$ cat config.mk
export PLATFORM = sky130hd
export DESIGN_NAME = hazardUnit
export DESIGN_NICKNAME = d
export VERILOG_FILES = /design/src/hdl/rvIsaPkg.sv /design/src/hdl/hazardUnit.sv
export SDC_FILE = /design/constraint.sdc
export NUM_CORES = 1
export LEC_CHECK = 0
export ABC_CLOCK_PERIOD_IN_PS = 1800
export BUFFER_PORTS_ARGS = -buffer_cell sky130_fd_sc_hd__clkbuf_2
export CAP_MARGIN = 20
export CORE_AREA = 2 2 39 41
export DETAILED_ROUTE_END_ITERATION = 16
export DIE_AREA = 0 0 41 43
export PLACE_DENSITY_LB_ADDON = 0.08
export SLEW_MARGIN = 20
export SYNTH_ARGS = -nofsm -noshare
export SYNTH_HDL_FRONTEND = slang
export SYNTH_SLANG_ARGS = --single-unit
$ cat constraint.sdc
create_clock -name vclk -period 1.8
set_clock_uncertainty 0.15 [all_clocks]
set_input_delay 0.27 -clock vclk [all_inputs]
set_output_delay 0.27 -clock vclk [all_outputs]
set_load 0.05 [all_outputs]
$ cat src/hdl/rvIsaPkg.sv
package rvIsaPkg;

    localparam int XLEN = 32;
    localparam int REG_AW = 5;

    // Instruction field positions
    localparam int RD_LSB = 7;
    localparam int FUNCT3_LSB = 12;
    localparam int RS1_LSB = 15;
    localparam int RS2_LSB = 20;
    localparam int FUNCT7_LSB = 25;

    localparam logic [6:0] OP_OP = 7'b0110011;
    localparam logic [6:0] OP_OP_IMM = 7'b0010011;
    localparam logic [6:0] OP_LOAD = 7'b0000011;
    localparam logic [6:0] OP_STORE = 7'b0100011;
    localparam logic [6:0] OP_BRANCH = 7'b1100011;
    localparam logic [6:0] OP_JAL = 7'b1101111;

    localparam logic [2:0] F3_ADD = 3'b000;
    localparam logic [2:0] F3_SLT = 3'b010;
    localparam logic [2:0] F3_XOR = 3'b100;
    localparam logic [2:0] F3_OR = 3'b110;
    localparam logic [2:0] F3_AND = 3'b111;
    localparam logic [2:0] F3_WORD = 3'b010;
    localparam logic [2:0] F3_BEQ = 3'b000;
    localparam logic [6:0] F7_SUB = 7'b0100000;

    // ADD must stay zero so a bubble decodes as a harmless add
    typedef enum logic [2:0] {
        ALU_ADD, ALU_SUB, ALU_AND, ALU_OR, ALU_XOR, ALU_SLT
    } aluOpE;

    typedef enum logic [1:0] {IMM_I, IMM_S, IMM_B, IMM_J} immKindE;

endpackage

$ cat src/hdl/hazardUnit.sv
module hazardUnit (
    input  logic                        clk,
    input  logic                        rstN,
    input  logic [rvIsaPkg::REG_AW-1:0] idRs1,
    input  logic [rvIsaPkg::REG_AW-1:0] idRs2,
    input  logic [rvIsaPkg::REG_AW-1:0] memRd,
    input  logic                        memRegWrite,
    input  logic                        memValid,
    input  logic                        memReq,
    input  logic                        memGrant,
    input  logic                        redirect,
    output logic                        fwdA,
    output logic                        fwdB,
    output logic                        stall,
    output logic                        flush
);

    logic memWrites;

    assign memWrites = memValid && memRegWrite && memRd != '0;

    assign fwdA = memWrites && memRd == idRs1;
    assign fwdB = memWrites && memRd == idRs2;

    assign stall = memReq && !memGrant;
    assign flush = redirect;

    // APB access cycles never come back to back, so one stall cycle at most
    assert property (@(posedge clk) disable iff (!rstN) stall |=> !stall);

endmodule

==> Word level (Yosys, flattened, before mapping) <==
Cells that the tools add are included.
{ "totals": {"wordCells": 9, "in_bits": 22, "output_inout_bits": 4, "register_bits": 0} }
{ "classes": {"n_reduce_logical": 7, "eq_ne": 2} }
{ "ops": {"columns": ["cell", "count"], "rows": [
  ["equality test 5 bit", 2],
  ["logical AND 1 bit", 5],
  ["nonzero test 5 bit", 1],
  ["zero test 1 bit", 1]
]} }

==> Logic depth before layout (Yosys ltp) <==
{ "depth": {"depth_word": 3, "ltp_mapped": 3, "mapped_depth_nobuf": 3} }

==> Least setup slack after synthesis <==
OpenSTA, ideal clock, no wires.
{ "synth_timing": {"kind": "input port to output port", "startpoint": "input idRs1[0] in the netlist's numbering", "endpoint": "output fwdA", "setup_slack_ns": -0.641, "path_buffers": 0, "required_ns": 1.380, "arrival_time_ns": 2.021, "path_stages": 3, "cell_sequence": "xnor2_1 nand3_1 nor4_1"} }
{ "synth_via": {"elab_chain_len": 2} }
{ "synth_rtl": {"columns": ["item", "line_no", "text"], "rows": [
  ["start, declared", "hazardUnit.sv:4", "input logic [rvIsaPkg::REG_AW-1:0] idRs1,"],
  ["equality test 5 bit", "hazardUnit.sv:22", "assign fwdA = memWrites && memRd == idRs1;"],
  ["logical AND 1 bit", "hazardUnit.sv:22", null],
  ["end, declared", "hazardUnit.sv:12", "output logic fwdA,"]
]} }
No other way between the ends.

==> Worst setup path after layout <==
{ "layout_timing": {"startpoint": "input memRd[1] in the netlist's numbering", "endpoint": "output fwdB"} }
{ "layout_via": {"elab_chain_len": 3, "word_cells_on_any_way": 4, "cone_classes": "1 x eq/ne; 3 x reduce/logical"} }
{ "layout_rtl": {"columns": ["item", "line_no", "text"], "rows": [
  ["start, declared", "hazardUnit.sv:6", "input logic [rvIsaPkg::REG_AW-1:0] memRd,"],
  ["nonzero test 5 bit", "hazardUnit.sv:20", "assign memWrites = memValid && memRegWrite && memRd != '0;"],
  ["logical AND 1 bit", "hazardUnit.sv:20", null],
  ["logical AND 1 bit (*)", "hazardUnit.sv:23", "assign fwdB = memWrites && memRd == idRs2;"],
  ["end, declared", "hazardUnit.sv:13", "output logic fwdB,"]
]} }
Every way passes the cells marked *; elsewhere a longest branch is shown, timed or not.

==> run metrics <==
Tmin final=roughly 1.8 ns; CP Max Fanout=2; syn nets=40; routability cong.=between 0.6 and 0.7; fmax=568 MHz; CP Class=primary input to output port; Leakage Power=roughly 0.16 nW; Logic pwr share=1.000; Setup crit end kind=output port; Vias=between 200 and 250; DIE HEIGHT=approximately 43 µm; syn_area_per_cell=~8 µm²; Hold Vio Cnt, Final=0; Compound-Gate Fraction of Synth Area=0.0870; Worst Min Path Start=redirect; max_slew headroom=0.818; status=complete, no violations; Tot Pwr=0.0000713 W; unrepaired setup endpoints after global routing=no; DRT iter0 DRCs=0; XOR/XNOR share of the synthesized area=0.609; hold-fix buffer count after cts=0; Die Wd=between 40 and 50 µm; CP startpoint kind=primary input; I/O pin cnt=26; Hold WC Path Type=primary input to output port; top-area cell type share of the netlist area=0.365; worst setup margin=0.0382 ns; Die ar.=1760 µm²; main combinational cell family by area after synthesis=XOR/XNOR gates; Slew Viols, Final=0; Post-Synth Adder-Cell Area=0; 1st-pass router iterations=1; Synth Area in Simple Gates=0.252; layout cell share with drive strength beyond 1=0.698; drt wl/cell=roughly 8.4 µm; DP Worst Slack=-0.0417 ns; FF+latch count=0; core area=between 1000 and 1500 µm²; DRC violations left=0; Least-Margin Pin Slew=0.274 ns; post-CTS setup buffer count=0; post-detail-place hpwl=about 500 µm; Synth Warn #=0; number of vias per cell=about 3.5; WHS Endpoint=flush; GR Overflow Total=0; Rows=14; most numerous cell in the Yosys netlist=xnor2_1; # port buffers=22; setup TNS=0 ns; Final ANT Viol Nets=0; sw frac=0.457; Data required, critical path=about 1.4 ns; # diodes=0; Mapped Area=about 140 µm²; Synth area leader=xnor2_1; Distinct cells, synth=8; Int Pwr=a little under 0.00004 W; Synth Instances=18; Final Cycle Share=0.979; Area growth syn-to-layout=136%; peak supply drop=0.0000418 V; mux contribution to synthesized area=0; nets=67; first-pass GRT wire length=814 µm; Final Hold Slack=0.391 ns; Total GRT Usage=0.0609; initial antenna violation count=0; vias in the first global route=about 220; Initial Utilization=0.104; most area-consuming cells after synthesis=xnor2_1, xor2_1, nor4_1; register area=0 µm²; Pwr per Cell Area=roughly 210 nW/µm²; clock buffer count=0; final WL=about 500 µm; register share of total power=0; final core occ=0.245; Hold Path Depth=0; largest net degree at the start of global routing=4; Max-Cap Viols=0; crit path DAT=approximately 1.3 ns; commonest cells in the netlist=xnor2_1, xor2_1, nand3_1, nor4_1; final setup fails=0; Seq/Total Area, Yosys=0; Clk network pwr share=0; switching power=~0.000033 W
==> worst max-delay path, cell delays in order <==
cell	delay, ns
clkbuf_2	0.09
or4_4	0.54
o211ai_4	0.19
nor4_2	0.07
clkbuf_8	0.18
==> power groups by stage <==
stage | combinational (W) | clock [W] | sequential [W]
finish | 0.0000713 | 0 | 0
global route | 0.0000783 | 0 | 0
CTS | 0.0000705 | 0 | 0
detailed placement | 0.0000687 | 0 | 0
global placement | 0.0000684 | 0 | 0
floorplan | 0.0000370 | 0 | 0
==> metal layers <==
layer | vias to the layer above | track usage | routed length, µm | share of wire
li1 | 113 | - | - | -
met1 | 84 | 0.0791 | 176 | 0.35
met2 | 11 | 0.113 | 267 | 0.54
met3 | 0 | 0 | 52 | 0.10
met4 | 0 | 0 | 0 | 0
met5 | - | 0 | 0 | 0
==> layout make-up <==
type               count  area [µm²]
fillers              165        1040
multi-input cells     17         161
repair buffers        26         158
well taps             16        20.0
==> layout by cell type (no fill, tap or decap), drive strengths merged <==
master,count
o211ai,1
nor4,2
or4,1
clkbuf,22
xnor2,6
nand3,2
xor2,4
nor2b,1
buf,4
==> what timing repair did <==
action / in CTS / in global routing
pin swaps: 2 / 1
gates cloned: 0 / 0
setup endpoints to repair: 2 / 2
gates resized for setup: 5 / 1
==> through the flow <==
step,area [µm²],cells
after floorplan,156,18
after global placement,309,59
after detailed placement,309,59
after CTS,330,59
after global routing,339,59
final,339,59
==> worst max-delay path by stage <==
stage	endpoint	from
global route	fwdA	memRd[1]
CTS	fwdB	memRd[1]
global placement	fwdA	memRd[3]
finish	fwdB	memRd[1]
floorplan	fwdA	idRs1[0]
detailed placement	fwdA	memRd[3]
==> kinds of logic (layout without fill, tap and decap cells) <==
group,count (synthesis),in the layout
buf+inv,1,26
simple gates,6,6
xor+xnor,10,10
compound gates,1,1
No activity file was read; power rests on OpenSTA's default activity.
