## src/hdl/rvIsaPkg.sv

```systemverilog
package rvIsaPkg;

    localparam int XLEN = 32;
    localparam int REG_AW = 5;

    // Instruction field positions
    localparam int RD_LSB = 7;
    localparam int FUNCT3_LSB = 12;
    localparam int RS1_LSB = 15;
    localparam int RS2_LSB = 20;
    localparam int FUNCT7_LSB = 25;

    localparam logic [6:0] OP_OP = 7'b0110011;
    localparam logic [6:0] OP_OP_IMM = 7'b0010011;
    localparam logic [6:0] OP_LOAD = 7'b0000011;
    localparam logic [6:0] OP_STORE = 7'b0100011;
    localparam logic [6:0] OP_BRANCH = 7'b1100011;
    localparam logic [6:0] OP_JAL = 7'b1101111;

    localparam logic [2:0] F3_ADD = 3'b000;
    localparam logic [2:0] F3_SLT = 3'b010;
    localparam logic [2:0] F3_XOR = 3'b100;
    localparam logic [2:0] F3_OR = 3'b110;
    localparam logic [2:0] F3_AND = 3'b111;
    localparam logic [2:0] F3_WORD = 3'b010;
    localparam logic [2:0] F3_BEQ = 3'b000;
    localparam logic [6:0] F7_SUB = 7'b0100000;

    // ADD must stay zero so a bubble decodes as a harmless add
    typedef enum logic [2:0] {
        ALU_ADD, ALU_SUB, ALU_AND, ALU_OR, ALU_XOR, ALU_SLT
    } aluOpE;

    typedef enum logic [1:0] {IMM_I, IMM_S, IMM_B, IMM_J} immKindE;

endpackage

```

## src/hdl/regFile.sv

```systemverilog
module regFile (
    input  logic                        clk,
    input  logic                        rstN,
    input  logic [rvIsaPkg::REG_AW-1:0] rs1,
    input  logic [rvIsaPkg::REG_AW-1:0] rs2,
    output logic [rvIsaPkg::XLEN-1:0]   rs1Val,
    output logic [rvIsaPkg::XLEN-1:0]   rs2Val,
    input  logic                        we,
    input  logic [rvIsaPkg::REG_AW-1:0] rd,
    input  logic [rvIsaPkg::XLEN-1:0]   wd
);

    logic [rvIsaPkg::XLEN-1:0] regs [31:1];
    logic writing;

    assign writing = we && rd != '0;

    always_ff @(posedge clk or negedge rstN) begin
        if (!rstN) begin
            for (int i = 1; i < 32; i++) begin
                regs[i] <= '0;
            end
        end else if (writing) begin
            regs[rd] <= wd;
        end
    end

    // Bypass covers the writer two instructions ahead
    assign rs1Val = (rs1 == '0) ? '0 : (writing && rd == rs1) ? wd : regs[rs1];
    assign rs2Val = (rs2 == '0) ? '0 : (writing && rd == rs2) ? wd : regs[rs2];

    // x0 write leaves the next read of an unchanged index untouched
    assert property (@(posedge clk) disable iff (!rstN)
        (we && rd == '0) ##1 (rs1 == $past(rs1) && !(writing && rd == rs1))
        |-> rs1Val == $past(rs1Val));

endmodule

```

## config.mk

```make
export PLATFORM = sky130hd
export DESIGN_NAME = regFile
export DESIGN_NICKNAME = d
export VERILOG_FILES = /design/src/hdl/rvIsaPkg.sv /design/src/hdl/regFile.sv
export SDC_FILE = /design/constraint.sdc
export NUM_CORES = 2
export LEC_CHECK = 0
export ABC_CLOCK_PERIOD_IN_PS = 4300
export BUFFER_PORTS_ARGS = -buffer_cell sky130_fd_sc_hd__buf_2
export CORE_ASPECT_RATIO = 0.75
export CORE_UTILIZATION = 45
export CTS_BUF_LIST = sky130_fd_sc_hd__clkbuf_16
export DETAILED_ROUTE_END_ITERATION = 12
export GPL_TIMING_DRIVEN = 0
export MAX_ROUTING_LAYER = met4
export RECOVER_POWER = 25
export REMOVE_ABC_BUFFERS = 1
export SETUP_SLACK_MARGIN = 0.1
export SLEW_MARGIN = 30
export SYNTH_ARGS = -nofsm -noshare
export SYNTH_HDL_FRONTEND = slang
export SYNTH_SLANG_ARGS = --single-unit
```

## constraint.sdc

```tcl
create_clock -name clk -period 4.3 [get_ports clk]
set_input_delay 0.86 -clock clk [delete_from_list [all_inputs] [get_ports clk]]
set_output_delay 0.86 -clock clk [all_outputs]
set_load 0.01 [all_outputs]
```

Word-level counts from Yosys, hierarchy flattened
Cells that the tools add are included.
Widths: inputs -> output; s select.
{"block": "classes", "magnitude_cmp": 4, "eq_ne": 2, "n_mux": 11, "reduce_logical": 7}
{"operator": "$bwmux 992", "n": 1}
{"operator": "$bmux 32 s5", "n": 2}
{"operator": "$mux 32", "n": 7}
{"operator": "$demux 32 s5", "n": 1}
{"operator": "$lt 5x6->1 const B", "n": 3}
{"operator": "$eq 5x5->1", "n": 2}
{"operator": "$logic_not 5->1", "n": 2}
{"operator": "$ge 5x1->1 const B", "n": 1}
{"operator": "$reduce_bool 5->1", "n": 1}
{"operator": "$logic_and 1x1->1", "n": 4}
{"block": "word_totals", "register_bits": 992, "input_bits": 50, "output_inout_bits": 64}

Longest topological paths before layout
{"block": "depth", "depth_word": 5, "mapped_depth": 9, "mapped_depth_nobuf": 5}

Least setup slack after synthesis
No wires, ideal clock.
{"block": "synth_timing", "path_kind": "input-to-output", "startpoint": "in rs2[0] (netlist name)", "endpoint": "out rs2Val[11] (netlist name)", "t_arrival_ns": 2.545, "required_ns": 3.440, "slack_ns": 0.895, "path_stages": 7, "n_path_buf": 3, "cell_sequence": "buf_2 > buf_2 > buf_2 > mux4_2 > a22o_1 > a211oi_1 > a21oi_1"}
{"block": "synth_between", "elab_chain_len": 4}
{"item": "from (decl)", "line_no": "regFile.sv:5", "text": "input logic [rvIsaPkg::REG_AW-1:0] rs2,"}
{"item": "$bmux 32 s5 / $eq 5x5->1 (equally long branches)", "line_no": "regFile.sv:30", "text": "assign rs2Val = (rs2 == '0) ? '0 : (writing && rd == rs2) ? wd : regs[rs2];"}
{"item": "$mux 32 (implied by the code) / $logic_and 1x1->1 (equally long branches)", "line_no": "regFile.sv:30"}
{"item": "$mux 32", "line_no": "regFile.sv:30"}
{"item": "$mux 32 *", "line_no": "regFile.sv:30"}
{"item": "to (decl)", "line_no": "regFile.sv:7", "text": "output logic [rvIsaPkg::XLEN-1:0] rs2Val,"}
Mark *: on every way between the ends. The rest lies on a longest branch, timed or not. The select of a mux whose other input is x is not followed.

Final worst setup path
{"block": "layout_timing", "startpoint": "in rs2[2] (netlist name)", "endpoint": "out rs2Val[18] (netlist name)"}
The elaborated chain is that of the path after synthesis.

==> results.sh <==
export IMPL_grt_pass1_wl_um=261000
export IMPL_drt_total_wl_um=181000
export IMPL_cts_htree_levels=3
export IMPL_vias_per_cell=6.78
export IMPL_maxCapViolations=6
export IMPL_synthDistinctLibCells=42
export IMPL_place_congestion=0.743
export IMPL_postSynthCellCount=3600
export IMPL_yosys_area_share_simple_pct=2.01
export IMPL_fmaxAchievable_ghz=0.236
export IMPL_worstPathArrival_ps=3380
export IMPL_synthAdderAreaFrac_pct=0
export IMPL_start_util_pct=45.7
export IMPL_ctsRootBufferMaster="clkbuf_16"
export IMPL_track_usage_pct=31.2
export IMPL_core_um2=117000
export IMPL_holdBufCountCts=0
export IMPL_cts_sinks=992
export IMPL_syn_to_final_growth_pct=16.4
export IMPL_start_kind="primary input"
export IMPL_grt_pass1_vias=35400
export IMPL_fin_util_pct=53.2
export IMPL_ir_drop_mv=0.371
export IMPL_synth_xor_area_share_pct=0.164
export IMPL_num_vias=35500
export IMPL_clk_pin_slew_ps=70
export IMPL_timing_hold_ws_ps=104
export IMPL_syn_cell_area_um2=53300
export IMPL_drive_gt1_share_pct=55.5
export IMPL_fp_dieW_um=400
export IMPL_failed_checks="max-capacitance violations, max-slew violations"
export IMPL_synth_top_area_share_pct=46.5
export IMPL_fin_tns_setup_ps=0
export IMPL_antenna_found_initial=8
export IMPL_period_needed_ps=4240
export IMPL_io_buffer_count=113
export IMPL_fin_nets=3662
export IMPL_grt_max_degree=114
export IMPL_max_flop_register="regs"
export IMPL_biggestRegsByFlops="regs: 992 flops"
export IMPL_period_share_pct=98.6
export IMPL_max_clock_path_buffers=3
export IMPL_numCtsBuffers=101
export IMPL_first_iter_violations=3900
export IMPL_worstMarginPinSlew_ps=2630
export IMPL_dp_hpwl_um=106000
export IMPL_path_class="primary input to output pin"
export IMPL_async_flop_share_pct=100
export IMPL_synth_compound_area_share_pct=5.29
export IMPL_die_h_um=300
export IMPL_powerDensity_nw_per_um2=439
export IMPL_synth_edff_count=0
export IMPL_avgSynthCellArea_um2=14.8
export IMPL_antenna_left=0
export IMPL_yosys_top_cells_count="mux2_2, dfrtp_1, mux4_2"
export IMPL_synthFlopType="dfrtp_1"
export IMPL_fin_total_pwr_uw=27300
export IMPL_synth_mux_area_share_pct=42.7
export IMPL_yosys_area_top_type="dfrtp_1"
export IMPL_required_ps=3440
export IMPL_hold_violations=0
export IMPL_slew_limit_headroom_pct=-75.2
export IMPL_largest_reg_flops=992
export IMPL_ys_seq_area_share_pct=46.5
export IMPL_wl_per_cell_um=34.7
export IMPL_fillers=9451
export IMPL_synth_most_common_cell="mux2_2"
export IMPL_crit_fanout=40
export IMPL_ys_ff_latch=992
export IMPL_clkLatencyLatePin_ps=720
export IMPL_cp_end_kind="output pin"
export IMPL_leakagePower_uw=0.0267
export IMPL_cts_tree="built"
export IMPL_rows=108
export IMPL_clock_skew_ps=0
export IMPL_final_max_slew_violation_count=596
export IMPL_overflow=0
export IMPL_die_area_um2=120000
export IMPL_hold_class="primary input to asynchronous set/reset pin"
export IMPL_firstDrtPassIters=8
export IMPL_rsz0062_at_grt="false"
export IMPL_post_route_drc_count=0
export IMPL_synth_top_family_by_area="multiplexers"
export IMPL_synth_area_leaders="dfrtp_1, mux2_2, mux4_2, clkbuf_1, a22oi_1"
export IMPL_io_pins=114
export IMPL_setup_violations=0
export IMPL_outcome="finished, violations left"
export IMPL_yosysWarnings=0
## path summary, 6_finish.rpt
path                       cells past startpoint          to  startpoint  slack (ps)
hold reg to reg                                1   regs[943]   regs[943]         520
hold / removal                                 1   regs[465]        rstN         100
max in group asynchronous                      3   regs[798]        rstN         740
setup reg to reg                               1   regs[195]   regs[195]        3470
setup / recovery                               8  rs2Val[18]      rs2[2]          60
min in group clk                               1   regs[943]   regs[943]         520
## power breakdown
part	switching (uW)	internal, uW
combinational	2430	3680
clock	3910	4790
sequential	1310	11200
total	7640	19600
## layer usage
metal  vias to the layer above  track usage, %  part of all wire [%]
met4                         0            9.81                   3.4
met3                       378            5.11                   8.1
met5                         -               -                     0
met1                     19400            44.6                    43
met2                      1627            45.6                    46
li1                      14100               -                     -
## worst max-delay path: stages
cell and delay, ps:
buf_6 310, buf_16 260, inv_8 210, buf_16 320, a21oi_1 640, nand3_1 180, nand3_1 240, buf_2 180
## stage by stage
| stage | worst slack [ps] | cells | instance area (um^2) |
|---|---|---|---|
| 2_1_floorplan | -30.7 | 3204 | 51600 |
| 3_3_place_gp | -20230 | 4857 | 54100 |
| 3_5_place_dp | -937 | 4984 | 57600 |
| 4_1_cts | 102 | 5205 | 62000 |
| 5_1_grt | 81.8 | 5231 | 62100 |
| 6_report | 60.3 | 5232 | 62100 |
## what timing repair did
| item | CTS | global route |
|---|---|---|
| endpoints found under the setup margin | 64 | 36 |
| pin swaps | 5 | 1 |
| endpoints found under the hold margin | 0 | 0 |
| buffers inserted | 12 | 19 |
| gates resized for setup | 24 | 8 |
| cloned | 29 | 5 |
## final cells by class
| type | instances | area, um^2 | share of cell area, % |
|---|---|---|---|
| diodes | 3 | 7.51 | 0.0121 |
| clock buffers | 103 | 2580 | 4.15 |
| clock inverters | 77 | 561 | 0.903 |
| inverters | 3 | 18.8 | 0.0302 |
| multi-input cells | 2209 | 27200 | 43.8 |
| flip-flops and latches | 992 | 24800 | 40.0 |
| well taps | 1540 | 1930 | 3.10 |
| repair buffers | 305 | 4980 | 8.03 |
## layout by cell type, fill, tap and decap left out, types with 28 or more instances in the layout
cell type  Yosys  routed
mux2_2      1107    1107
dfrtp_1      992     992
mux4_2       439     439
clkbuf_16      0     108
buf_2        114     103
buf_16         0      90
a22oi_1       83      83
nor2_1        89      74
a221oi_1      65      62
a21oi_1       66      60
mux2i_1       43      42
nand2_1       50      37
a211oi_1      36      33
a22o_1        32      32
buf_4         19      31
nor2b_1       33      28
clkinv_1       0      28
buf_12         0      28
## cells by family after synthesis
logic type	Yosys count
buffers and inverters	399
AO/OA/AOI/OAI	380
XOR/XNOR	10
AND/OR/NAND/NOR	230
flip-flops	992
multiplexers	1589
(Power assumes the default switching activity.)
