**src/hdl/rvIsaPkg.sv**
```systemverilog
package rvIsaPkg;

    localparam int XLEN = 32;
    localparam int REG_AW = 5;

    // Instruction field positions
    localparam int RD_LSB = 7;
    localparam int FUNCT3_LSB = 12;
    localparam int RS1_LSB = 15;
    localparam int RS2_LSB = 20;
    localparam int FUNCT7_LSB = 25;

    localparam logic [6:0] OP_OP = 7'b0110011;
    localparam logic [6:0] OP_OP_IMM = 7'b0010011;
    localparam logic [6:0] OP_LOAD = 7'b0000011;
    localparam logic [6:0] OP_STORE = 7'b0100011;
    localparam logic [6:0] OP_BRANCH = 7'b1100011;
    localparam logic [6:0] OP_JAL = 7'b1101111;

    localparam logic [2:0] F3_ADD = 3'b000;
    localparam logic [2:0] F3_SLT = 3'b010;
    localparam logic [2:0] F3_XOR = 3'b100;
    localparam logic [2:0] F3_OR = 3'b110;
    localparam logic [2:0] F3_AND = 3'b111;
    localparam logic [2:0] F3_WORD = 3'b010;
    localparam logic [2:0] F3_BEQ = 3'b000;
    localparam logic [6:0] F7_SUB = 7'b0100000;

    // ADD must stay zero so a bubble decodes as a harmless add
    typedef enum logic [2:0] {
        ALU_ADD, ALU_SUB, ALU_AND, ALU_OR, ALU_XOR, ALU_SLT
    } aluOpE;

    typedef enum logic [1:0] {IMM_I, IMM_S, IMM_B, IMM_J} immKindE;

endpackage

```
**src/hdl/rvSocPkg.sv**
```systemverilog
package rvSocPkg;

    localparam int IMEM_WORDS = 256;
    localparam int DMEM_WORDS = 256;
    localparam int IMEM_AW = $clog2(IMEM_WORDS);
    localparam int DMEM_AW = $clog2(DMEM_WORDS);

    // APB address bit 12 picks data memory
    localparam logic [rvIsaPkg::XLEN-1:0] DMEM_BASE = 32'h0000_1000;

    typedef struct packed {
        logic regWrite;
        logic memRead;
        logic memWrite;
        logic aluSrcImm;
        logic branch;
        logic jump;
        rvIsaPkg::aluOpE aluOp;
    } ctrlT;

    typedef struct packed {
        logic valid;
        logic [rvIsaPkg::XLEN-1:0] pc;
        logic [rvIsaPkg::XLEN-1:0] instr;
    } ifIdT;

    typedef struct packed {
        logic valid;
        ctrlT ctrl;
        logic [rvIsaPkg::XLEN-1:0] rs1Val;
        logic [rvIsaPkg::XLEN-1:0] rs2Val;
        logic [rvIsaPkg::XLEN-1:0] pc;
        logic [rvIsaPkg::REG_AW-1:0] rs1;
        logic [rvIsaPkg::REG_AW-1:0] rs2;
        logic [rvIsaPkg::REG_AW-1:0] rd;
        logic [rvIsaPkg::XLEN-1:0] imm;
        logic [rvIsaPkg::XLEN-1:0] pcPlus4;
    } idExT;

    typedef struct packed {
        logic valid;
        ctrlT ctrl;
        logic [rvIsaPkg::XLEN-1:0] aluResult;
        logic [rvIsaPkg::XLEN-1:0] storeVal;
        logic [rvIsaPkg::REG_AW-1:0] rd;
    } exMemT;

    typedef struct packed {
        logic valid;
        logic [rvIsaPkg::REG_AW-1:0] rd;
        logic [rvIsaPkg::XLEN-1:0] data;
    } retireT;

    typedef struct packed {
        logic psel;
        logic penable;
        logic pwrite;
        logic [rvIsaPkg::XLEN-1:0] paddr;
        logic [rvIsaPkg::XLEN-1:0] pwdata;
    } apbReqT;

endpackage

```
**src/hdl/decodeUnit.sv**
```systemverilog
module decodeUnit (
    input  logic [rvIsaPkg::XLEN-1:0] instr,
    output rvSocPkg::ctrlT            ctrl,
    output logic [rvIsaPkg::XLEN-1:0] imm
);

    logic [6:0] opcode;
    logic [2:0] funct3;
    logic [6:0] funct7;
    rvIsaPkg::immKindE immKind;

    assign opcode = instr[6:0];
    assign funct3 = instr[rvIsaPkg::FUNCT3_LSB +: 3];
    assign funct7 = instr[rvIsaPkg::FUNCT7_LSB +: 7];

    always_comb begin
        ctrl = '0;
        immKind = rvIsaPkg::IMM_I;
        case (opcode)
            rvIsaPkg::OP_OP: begin
                ctrl.regWrite = 1'b1;
                case (funct3)
                    rvIsaPkg::F3_ADD: begin
                        ctrl.aluOp = (funct7 == rvIsaPkg::F7_SUB) ?
                            rvIsaPkg::ALU_SUB : rvIsaPkg::ALU_ADD;
                    end
                    rvIsaPkg::F3_SLT: ctrl.aluOp = rvIsaPkg::ALU_SLT;
                    rvIsaPkg::F3_XOR: ctrl.aluOp = rvIsaPkg::ALU_XOR;
                    rvIsaPkg::F3_OR:  ctrl.aluOp = rvIsaPkg::ALU_OR;
                    rvIsaPkg::F3_AND: ctrl.aluOp = rvIsaPkg::ALU_AND;
                    default:          ctrl.regWrite = 1'b0;
                endcase
                // Only SUB may carry a nonzero funct7
                if (funct7 != 7'b0 &&
                    !(funct7 == rvIsaPkg::F7_SUB && funct3 == rvIsaPkg::F3_ADD)) begin
                    ctrl = '0;
                end
            end
            rvIsaPkg::OP_OP_IMM: begin
                if (funct3 == rvIsaPkg::F3_ADD) begin
                    ctrl.regWrite = 1'b1;
                    ctrl.aluSrcImm = 1'b1;
                end
            end
            rvIsaPkg::OP_LOAD: begin
                if (funct3 == rvIsaPkg::F3_WORD) begin
                    ctrl.regWrite = 1'b1;
                    ctrl.memRead = 1'b1;
                    ctrl.aluSrcImm = 1'b1;
                end
            end
            rvIsaPkg::OP_STORE: begin
                immKind = rvIsaPkg::IMM_S;
                if (funct3 == rvIsaPkg::F3_WORD) begin
                    ctrl.memWrite = 1'b1;
                    ctrl.aluSrcImm = 1'b1;
                end
            end
            rvIsaPkg::OP_BRANCH: begin
                immKind = rvIsaPkg::IMM_B;
                ctrl.branch = (funct3 == rvIsaPkg::F3_BEQ);
            end
            rvIsaPkg::OP_JAL: begin
                immKind = rvIsaPkg::IMM_J;
                ctrl.regWrite = 1'b1;
                ctrl.jump = 1'b1;
            end
            default: ctrl = '0;
        endcase
    end

    always_comb begin
        case (immKind)
            rvIsaPkg::IMM_S: imm = {{20{instr[31]}}, instr[31:25], instr[11:7]};
            rvIsaPkg::IMM_B: imm = {{19{instr[31]}}, instr[31], instr[7],
                                    instr[30:25], instr[11:8], 1'b0};
            rvIsaPkg::IMM_J: imm = {{11{instr[31]}}, instr[31], instr[19:12],
                                    instr[20], instr[30:21], 1'b0};
            default:         imm = {{20{instr[31]}}, instr[31:20]};
        endcase
    end

endmodule

```
**config.mk**
```make
export PLATFORM = sky130hd
export DESIGN_NAME = decodeUnit
export DESIGN_NICKNAME = d
export VERILOG_FILES = /design/src/hdl/rvIsaPkg.sv /design/src/hdl/rvSocPkg.sv /design/src/hdl/decodeUnit.sv
export SDC_FILE = /design/constraint.sdc
export NUM_CORES = 1
export LEC_CHECK = 0
export ABC_AREA = 1
export BUFFER_PORTS_ARGS = -buffer_cell sky130_fd_sc_hd__buf_4
export CORE_MARGIN = 10
export CORE_UTILIZATION = 38
export DETAILED_ROUTE_END_ITERATION = 12
export PLACE_DENSITY = 0.89
export SLEW_MARGIN = 20
export SYNTH_ARGS = -nofsm -noshare
export SYNTH_HDL_FRONTEND = slang
export SYNTH_SLANG_ARGS = --single-unit
```
**constraint.sdc**
```tcl
create_clock -name vclk -period 1.6
set_input_delay 0.32 -clock vclk [all_inputs]
set_output_delay 0.32 -clock vclk [all_outputs]
set_load 0.01 [all_outputs]
```
# Word level (Yosys, flattened, before mapping)

Cells that the tools add are included.

Eq/ne operators: 14
Muxes and demuxes: 16
Reduce and logical (&&, ||, !) cells: 6

Operator list:

| kind                                                 | count |
|---|---|
| case mux 20 bit (3 select lines)                     | 1 |
| equality test 7 x 6 -> 1 bit (second input constant) | 3 |
| case mux 3 bit (5 select lines)                      | 1 |
| equality test 7 bit (second input constant)          | 2 |
| equality test 3 bit (second input constant)          | 3 |
| 2-to-1 mux 9 bit                                     | 1 |
| case mux 1 bit (2 select lines)                      | 4 |
| case mux 1 bit (4 select lines)                      | 2 |
| equality test 7 x 2 -> 1 bit (second input constant) | 1 |
| equality test 7 x 5 -> 1 bit (second input constant) | 1 |
| nonzero test 7 bit                                   | 1 |
| case mux 2 bit (3 select lines)                      | 1 |
| OR reduction 5 bit                                   | 1 |
| equality test 2 bit (second input constant)          | 2 |
| 2-to-1 mux 1 bit                                     | 4 |
| equality test 3 x 2 -> 1 bit (second input constant) | 1 |
| zero test 3 bit                                      | 1 |
| 2-to-1 mux 3 bit                                     | 1 |
| equality test 2 x 1 -> 1 bit (second input constant) | 1 |
| logical AND 1 bit                                    | 2 |
| 2-to-1 mux 2 bit                                     | 1 |
| zero test 1 bit                                      | 1 |

Register bits: 0
Input bits: 32
Output and inout port bits: 41
Word-level logic and storage cells: 36

# Depth between registers and ports, before layout

Gate-level depths: netlist of run 1.

Depth after elaboration: 6
Depth in mapped cells: 7
Gate-level depth less buffers: 7

# Worst setup path after synthesis of run 1

No wires, ideal clock.

Kind: in2out
From: in instr[3] (netlist name)
To: out ctrl[1] (netlist name)
Data arrival time: 1.004 ns
Required time: 1.280 ns
Path slack: 0.276 ns
Cell stages on the path: 7
Buffers on the path: 0
Path through: inv_1 nand2_2 nor2_8 nand2_1 nor2_2 nand2_2 nor2_1

RTL lines:

| element         | RTL line        | text |
|---|---|---|
| start, declared | decodeUnit.sv:2 | `input logic [rvIsaPkg::XLEN-1:0] instr,` |
| end, declared   | decodeUnit.sv:3 | `output rvSocPkg::ctrlT ctrl,` |

==> impl_metrics.ini, run 1 <==
[drt]
avgViaCountPerCell = 4.85
ant_nets = 0
wl_per_cell_um = 13.4
drt-total-wl_um = 2570
first_pass_iters = 4
remaining_drc_errors = 0
drt_iter0_markers = 14
num_vias = 931

[layout]
diodes = 0
design.seq.count = 0
seqCellArea_um2 = 0
nClkBuffers = 0
final_nets = 210
drive_gt1_share_pct = 59.1
syn_to_final_growth_pct = 81.1
num-fill-cells = 140

[synth]
syn_nets = 148
synthAdderAreaFrac_pct = 0
synth_top_family_by_area = simple AND/OR/NAND/NOR gates
synth_area_leaders = buf_4 (22%), nand2_1 (20%), nor2_1 (9.2%)
netlist_instances = 116
seq_area_frac_synth_pct = 0
synth-xor-area-share_pct = 0
synth_top_area_share_pct = 22.0
yosys_warnings = 0
yosysTopAreaCell = buf_4
postSynthAreaPerCell_um2 = 5.30
synth_commonest_cells = nand2_1 (33), buf_4 (18), nor2_1 (15)
synthSimpleGateAreaFrac_pct = 60.9
synth_compound_area_share_pct = 6.52
synth_area_um2 = 614
yosysMostFrequentCell = nand2_1
netlist-cell-type-count = 18
muxShareOfSynthArea_pct = 0

[timing]
grt_setup_unrepaired = yes
fmax_ghz = 0.637
tightest_slew_ns = 0.186
finalCriticalPeriod_ns = 1.57
fin_crit_sh_pct = 98.1
final_hold_viol_count = 0
setup_viol = 0
setup_slack_ns = 0.0297
whs_ns = 0.829
slew_viol_final = 0
slew-limit-headroom_pct = 87.6

[place]
preCtsSetupSlack_ns = 0.0443
routabilityCongestion = 0.792
dpl.hpwl_um = 2320
portBuffers = 73

[setup_path]
arrival_ns = 1.25
critPathRequiredTime_ns = 1.28
path_max_fanout = 7
crit_end = ctrl[1]
cp-end-kind = primary output
path_class = primary input to primary output
startpoint = instr[3]
startpoint_type = primary input

[grt]
grt_overflow = 0
grt_antenna_before_repair = 0
grt_max_degree = 16
grt_use_total_pct = 12.3
grt_pass1_wl_um = 3770
grt_pass1_vias = 867

[power_and_ir_drop]
pwr-share-seq_pct = 0
power_frac_clock_pct = 0
swShare_pct = 47.2
power.leakage_nw = 0.674
irDropWorstVdd_uv = 130
p_sw_mw = 0.117
power_density_nw_per_um2 = 222
p_comb_share_pct = 100.0
intPower_mw = 0.130

[floorplan]
die_w_um = 60.2
die_area_um2 = 3620
start_util_pct = 40.3
dieHeight_um = 60.2
core_um2 = 1520
fp-row-count = 14
io_pins = 73

[hold_path]
hp-class = primary input to primary output

[status]
outcome = complete, no violations

[flow_run]
drv_cap = 0
-- worst min-delay path by stage --
stage	start	to	slack (ns)	depth (start not counted)
floorplan	instr[30]	imm[10]	0.73	1
detailed placement	instr[28]	imm[8]	0.83	2
finish	instr[28]	imm[8]	0.83	2
global route	instr[26]	imm[6]	0.84	2
global placement	instr[28]	imm[8]	0.83	2
CTS	instr[28]	imm[8]	0.83	2
-- power groups by stage --
stage               clock network, mW  registers (mW)  logic (mW)
floorplan                           0               0       0.116
global placement                    0               0       0.234
detailed placement                  0               0       0.240
CTS                                 0               0       0.241
global route                        0               0       0.270
finish                              0               0       0.247
-- cell type report --
| cell class | count | area [um^2] | share of cell area (%) |
|---|---|---|---|
| well taps | 16 | 20.0 | 1.80 |
| inverters | 16 | 65.1 | 5.85 |
| repair buffers | 78 | 593 | 53.3 |
| multi-input cells | 82 | 434 | 39.0 |
-- kinds of logic (layout without fill, tap and decap cells) --
| group | Yosys count | after routing |
|---|---|---|
| buf+inv | 34 | 94 |
| compound gates | 8 | 8 |
| simple gates | 74 | 74 |
-- placed cells by master (no fill, tap or decap) --
cell type and instances:
nor3_2 1, nor2_2 6, nor2_1 12, nand4_1 2
nand2_1 32, buf_4 76, inv_2 5, inv_1 10
nor2_8 1, or2_1 1, clkinv_4 1, nand3_1 7
nand2_4 3, nand3_2 2, buf_6 2, o21ai_0 1
nor2_4 2, o21ai_1 7, nand2_2 5
-- metrics by stage --
step	util (%)	power (mW)	TNS, ns	std cells	area, um^2
after floorplan	-	0.116	0	116	614
after global placement	69.2	0.234	0	188	1050
after detailed placement	69.2	0.240	0	188	1050
after CTS	69.2	0.241	0	188	1050
after global routing	73.0	0.270	-0.192	192	1110
final	73.0	0.247	0	192	1110
-- critical path, cell delays in order --
cell	delay [ns]
buf_4	0.11
inv_2	0.06
nand2_4	0.06
nor2_8	0.16
nand2_2	0.09
nor2_4	0.12
nand2_2	0.08
nor2_1	0.12
buf_4	0.13
-- metal layers --
layer  vias to the layer above  track usage (%)  wire (um)
li1                        460                -          -
met1                       413             12.2        880
met2                        58             23.2       1240
met3                         0             6.78        443
met4                         0                0          0
met5                         -                0          0
-- what timing repair did --
action | in CTS | in global routing
endpoints found under the setup margin | 0 | 12
resized for setup | 0 | 10
setup buffers | 0 | 4
hold buffers | 0 | 0
Note: power is estimated with default switching activity, not from simulation.
==> run 2: changes to the inputs <==
--- a/config.mk
+++ b/config.mk
@@ -8,9 +8,9 @@
 export ABC_AREA = 1
 export BUFFER_PORTS_ARGS = -buffer_cell sky130_fd_sc_hd__buf_4
 export CORE_MARGIN = 10
-export CORE_UTILIZATION = 38
+export CORE_UTILIZATION = 32
 export DETAILED_ROUTE_END_ITERATION = 12
-export PLACE_DENSITY = 0.89
+export PLACE_DENSITY = 0.79
 export SLEW_MARGIN = 20
 export SYNTH_ARGS = -nofsm -noshare
 export SYNTH_HDL_FRONTEND = slang
==> constraint.sdc (replaced) <==
create_clock -name vclk -period 1.3
set_input_delay 0.26 -clock vclk [all_inputs]
set_output_delay 0.26 -clock vclk [all_outputs]
set_load 0.01 [all_outputs]
==> impl_metrics.ini, run 2 (synthesized netlist as in run 1, its figures left out) <==
[power_and_ir_drop]
irDropWorstVdd_uv = 189
power_density_nw_per_um2 = 282
power.leakage_nw = 0.845

[floorplan]
io_pins = 73
die_area_um2 = 4070
die_w_um = 63.8
core_um2 = 1760
start_util_pct = 34.8
fp-row-count = 15
dieHeight_um = 63.8

[setup_path]
cp_slowest_cell = nor2_8
startpoint_type = primary input
path_class = primary input to primary output
path_max_fanout = 5
arrival_ns = 1.28
cp-end-kind = primary output
cp_common_cell = nand2_2
crit_path_cell_trace = buf_8 > inv_4 > nand2_4 > nor2_8 > nand2_2 > nor2_4 > nand2_2 > nor2_1 > buf_4
cp_top_family = simple AND/OR/NAND/NOR gates
critPathRequiredTime_ns = 1.04
worst-path-buf-inv = 3
slowest_delay_ns = 0.15

[flow_run]
drv_cap = 0

[drt]
remaining_drc_errors = 0
avgViaCountPerCell = 5.13
num_vias = 1128
first_pass_iters = 4
wl_per_cell_um = 20.0
drt-total-wl_um = 4400
ant_nets = 0
drt_iter0_markers = 30

[layout]
syn_to_final_growth_pct = 161
final_cell_mix = buf_4 (71), buf_6 (20), nand2_1 (14), nand2_2 (13), nand2_4 (10)
seqCellArea_um2 = 0
final_cells = 220
num-fill-cells = 81
nClkBuffers = 0
mostFrequentLayoutCell = buf_4
drive_gt1_share_pct = 80.0
diodes = 0
final_nets = 229
design.seq.count = 0

[grt]
grt_use_total_pct = 14.1
grt_pass1_vias = 1078
grt_overflow = 0
grt_pass1_wl_um = 5010
grt_antenna_before_repair = 0
grt_max_degree = 16

[place]
dpl.hpwl_um = 2350
portBuffers = 73
placedCellCount = 207
routabilityCongestion = 0.742
preCtsSetupSlack_ns = -0.143

[timing]
slew_viol_final = 0
fin_crit_sh_pct = 118
setup_viol = 22
tightest_slew_ns = 0.194
finalCriticalPeriod_ns = 1.54
setup_slack_ns = -0.237
grt_setup_unrepaired = yes
final_hold_viol_count = 0
fmax_ghz = 0.651
slew-limit-headroom_pct = 87.0

[status]
failed_checks = negative setup slack
outcome = finished, violations left

[hold_path]
min_from = instr[26]
min_to = imm[6]
hp-class = primary input to primary output
worstHoldPathCells = 2

[clock_tree]
ctsHoldBuffers = 0
run 2: power breakdown:
part,total [mW],internal [mW],switching (mW)
registers,0,0,0
logic,0.452,0.230,0.222
clock network,0,0,0
run 2: stage by stage:
step / setup TNS, ns / total power [mW] / cell area, um^2 / util [%] / hold WS (ns)
detailed placement: -2.22 / 0.316 / 1140 / 64.7 / 0.711
finish: -2.30 / 0.452 / 1610 / 91.0 / 0.713
global route: -3.15 / 0.477 / 1610 / 91.0 / 0.718
CTS: -0.825 / 0.362 / 1310 / 74.5 / 0.711
floorplan: 0 / 0.142 / 614 / - / 0.612
global placement: -1.66 / 0.309 / 1140 / 64.7 / 0.710
run 2: worst max path at each step:
stage | from | end | slack, ns | cells after the start
floorplan | instr[3] | ctrl[1] | 0.1 | 7
global placement | instr[3] | ctrl[0] | -0.11 | 9
detailed placement | instr[3] | ctrl[0] | -0.14 | 9
CTS | instr[2] | ctrl[1] | -0.09 | 9
global route | instr[2] | ctrl[2] | -0.26 | 9
finish | instr[2] | ctrl[2] | -0.24 | 9
run 2: final cells by class:
cell class	count	area (um^2)	area share, %
Tap cell	25	31.3	1.95
Multi-Input combinational cell	84	668	41.6
Inverter	16	87.6	5.46
Timing Repair Buffer	95	818	51.0
run 2: repair_timing:
action                     4_1_cts  5_1_grt
hold endpoints to repair         0        0
buffers inserted                 5        6
gates resized for setup         31       67
cloned                           2        0
pin swaps                       15       20
setup endpoints to repair       20       22
run 2: metal layers:
metal	global-route usage (%)	vias to the layer above	share of wire, %
li1	-	503	-
met1	13.2	551	36
met2	28.9	66	54
met3	5.57	8	7.5
met4	0.820	0	2.0
met5	0	-	0
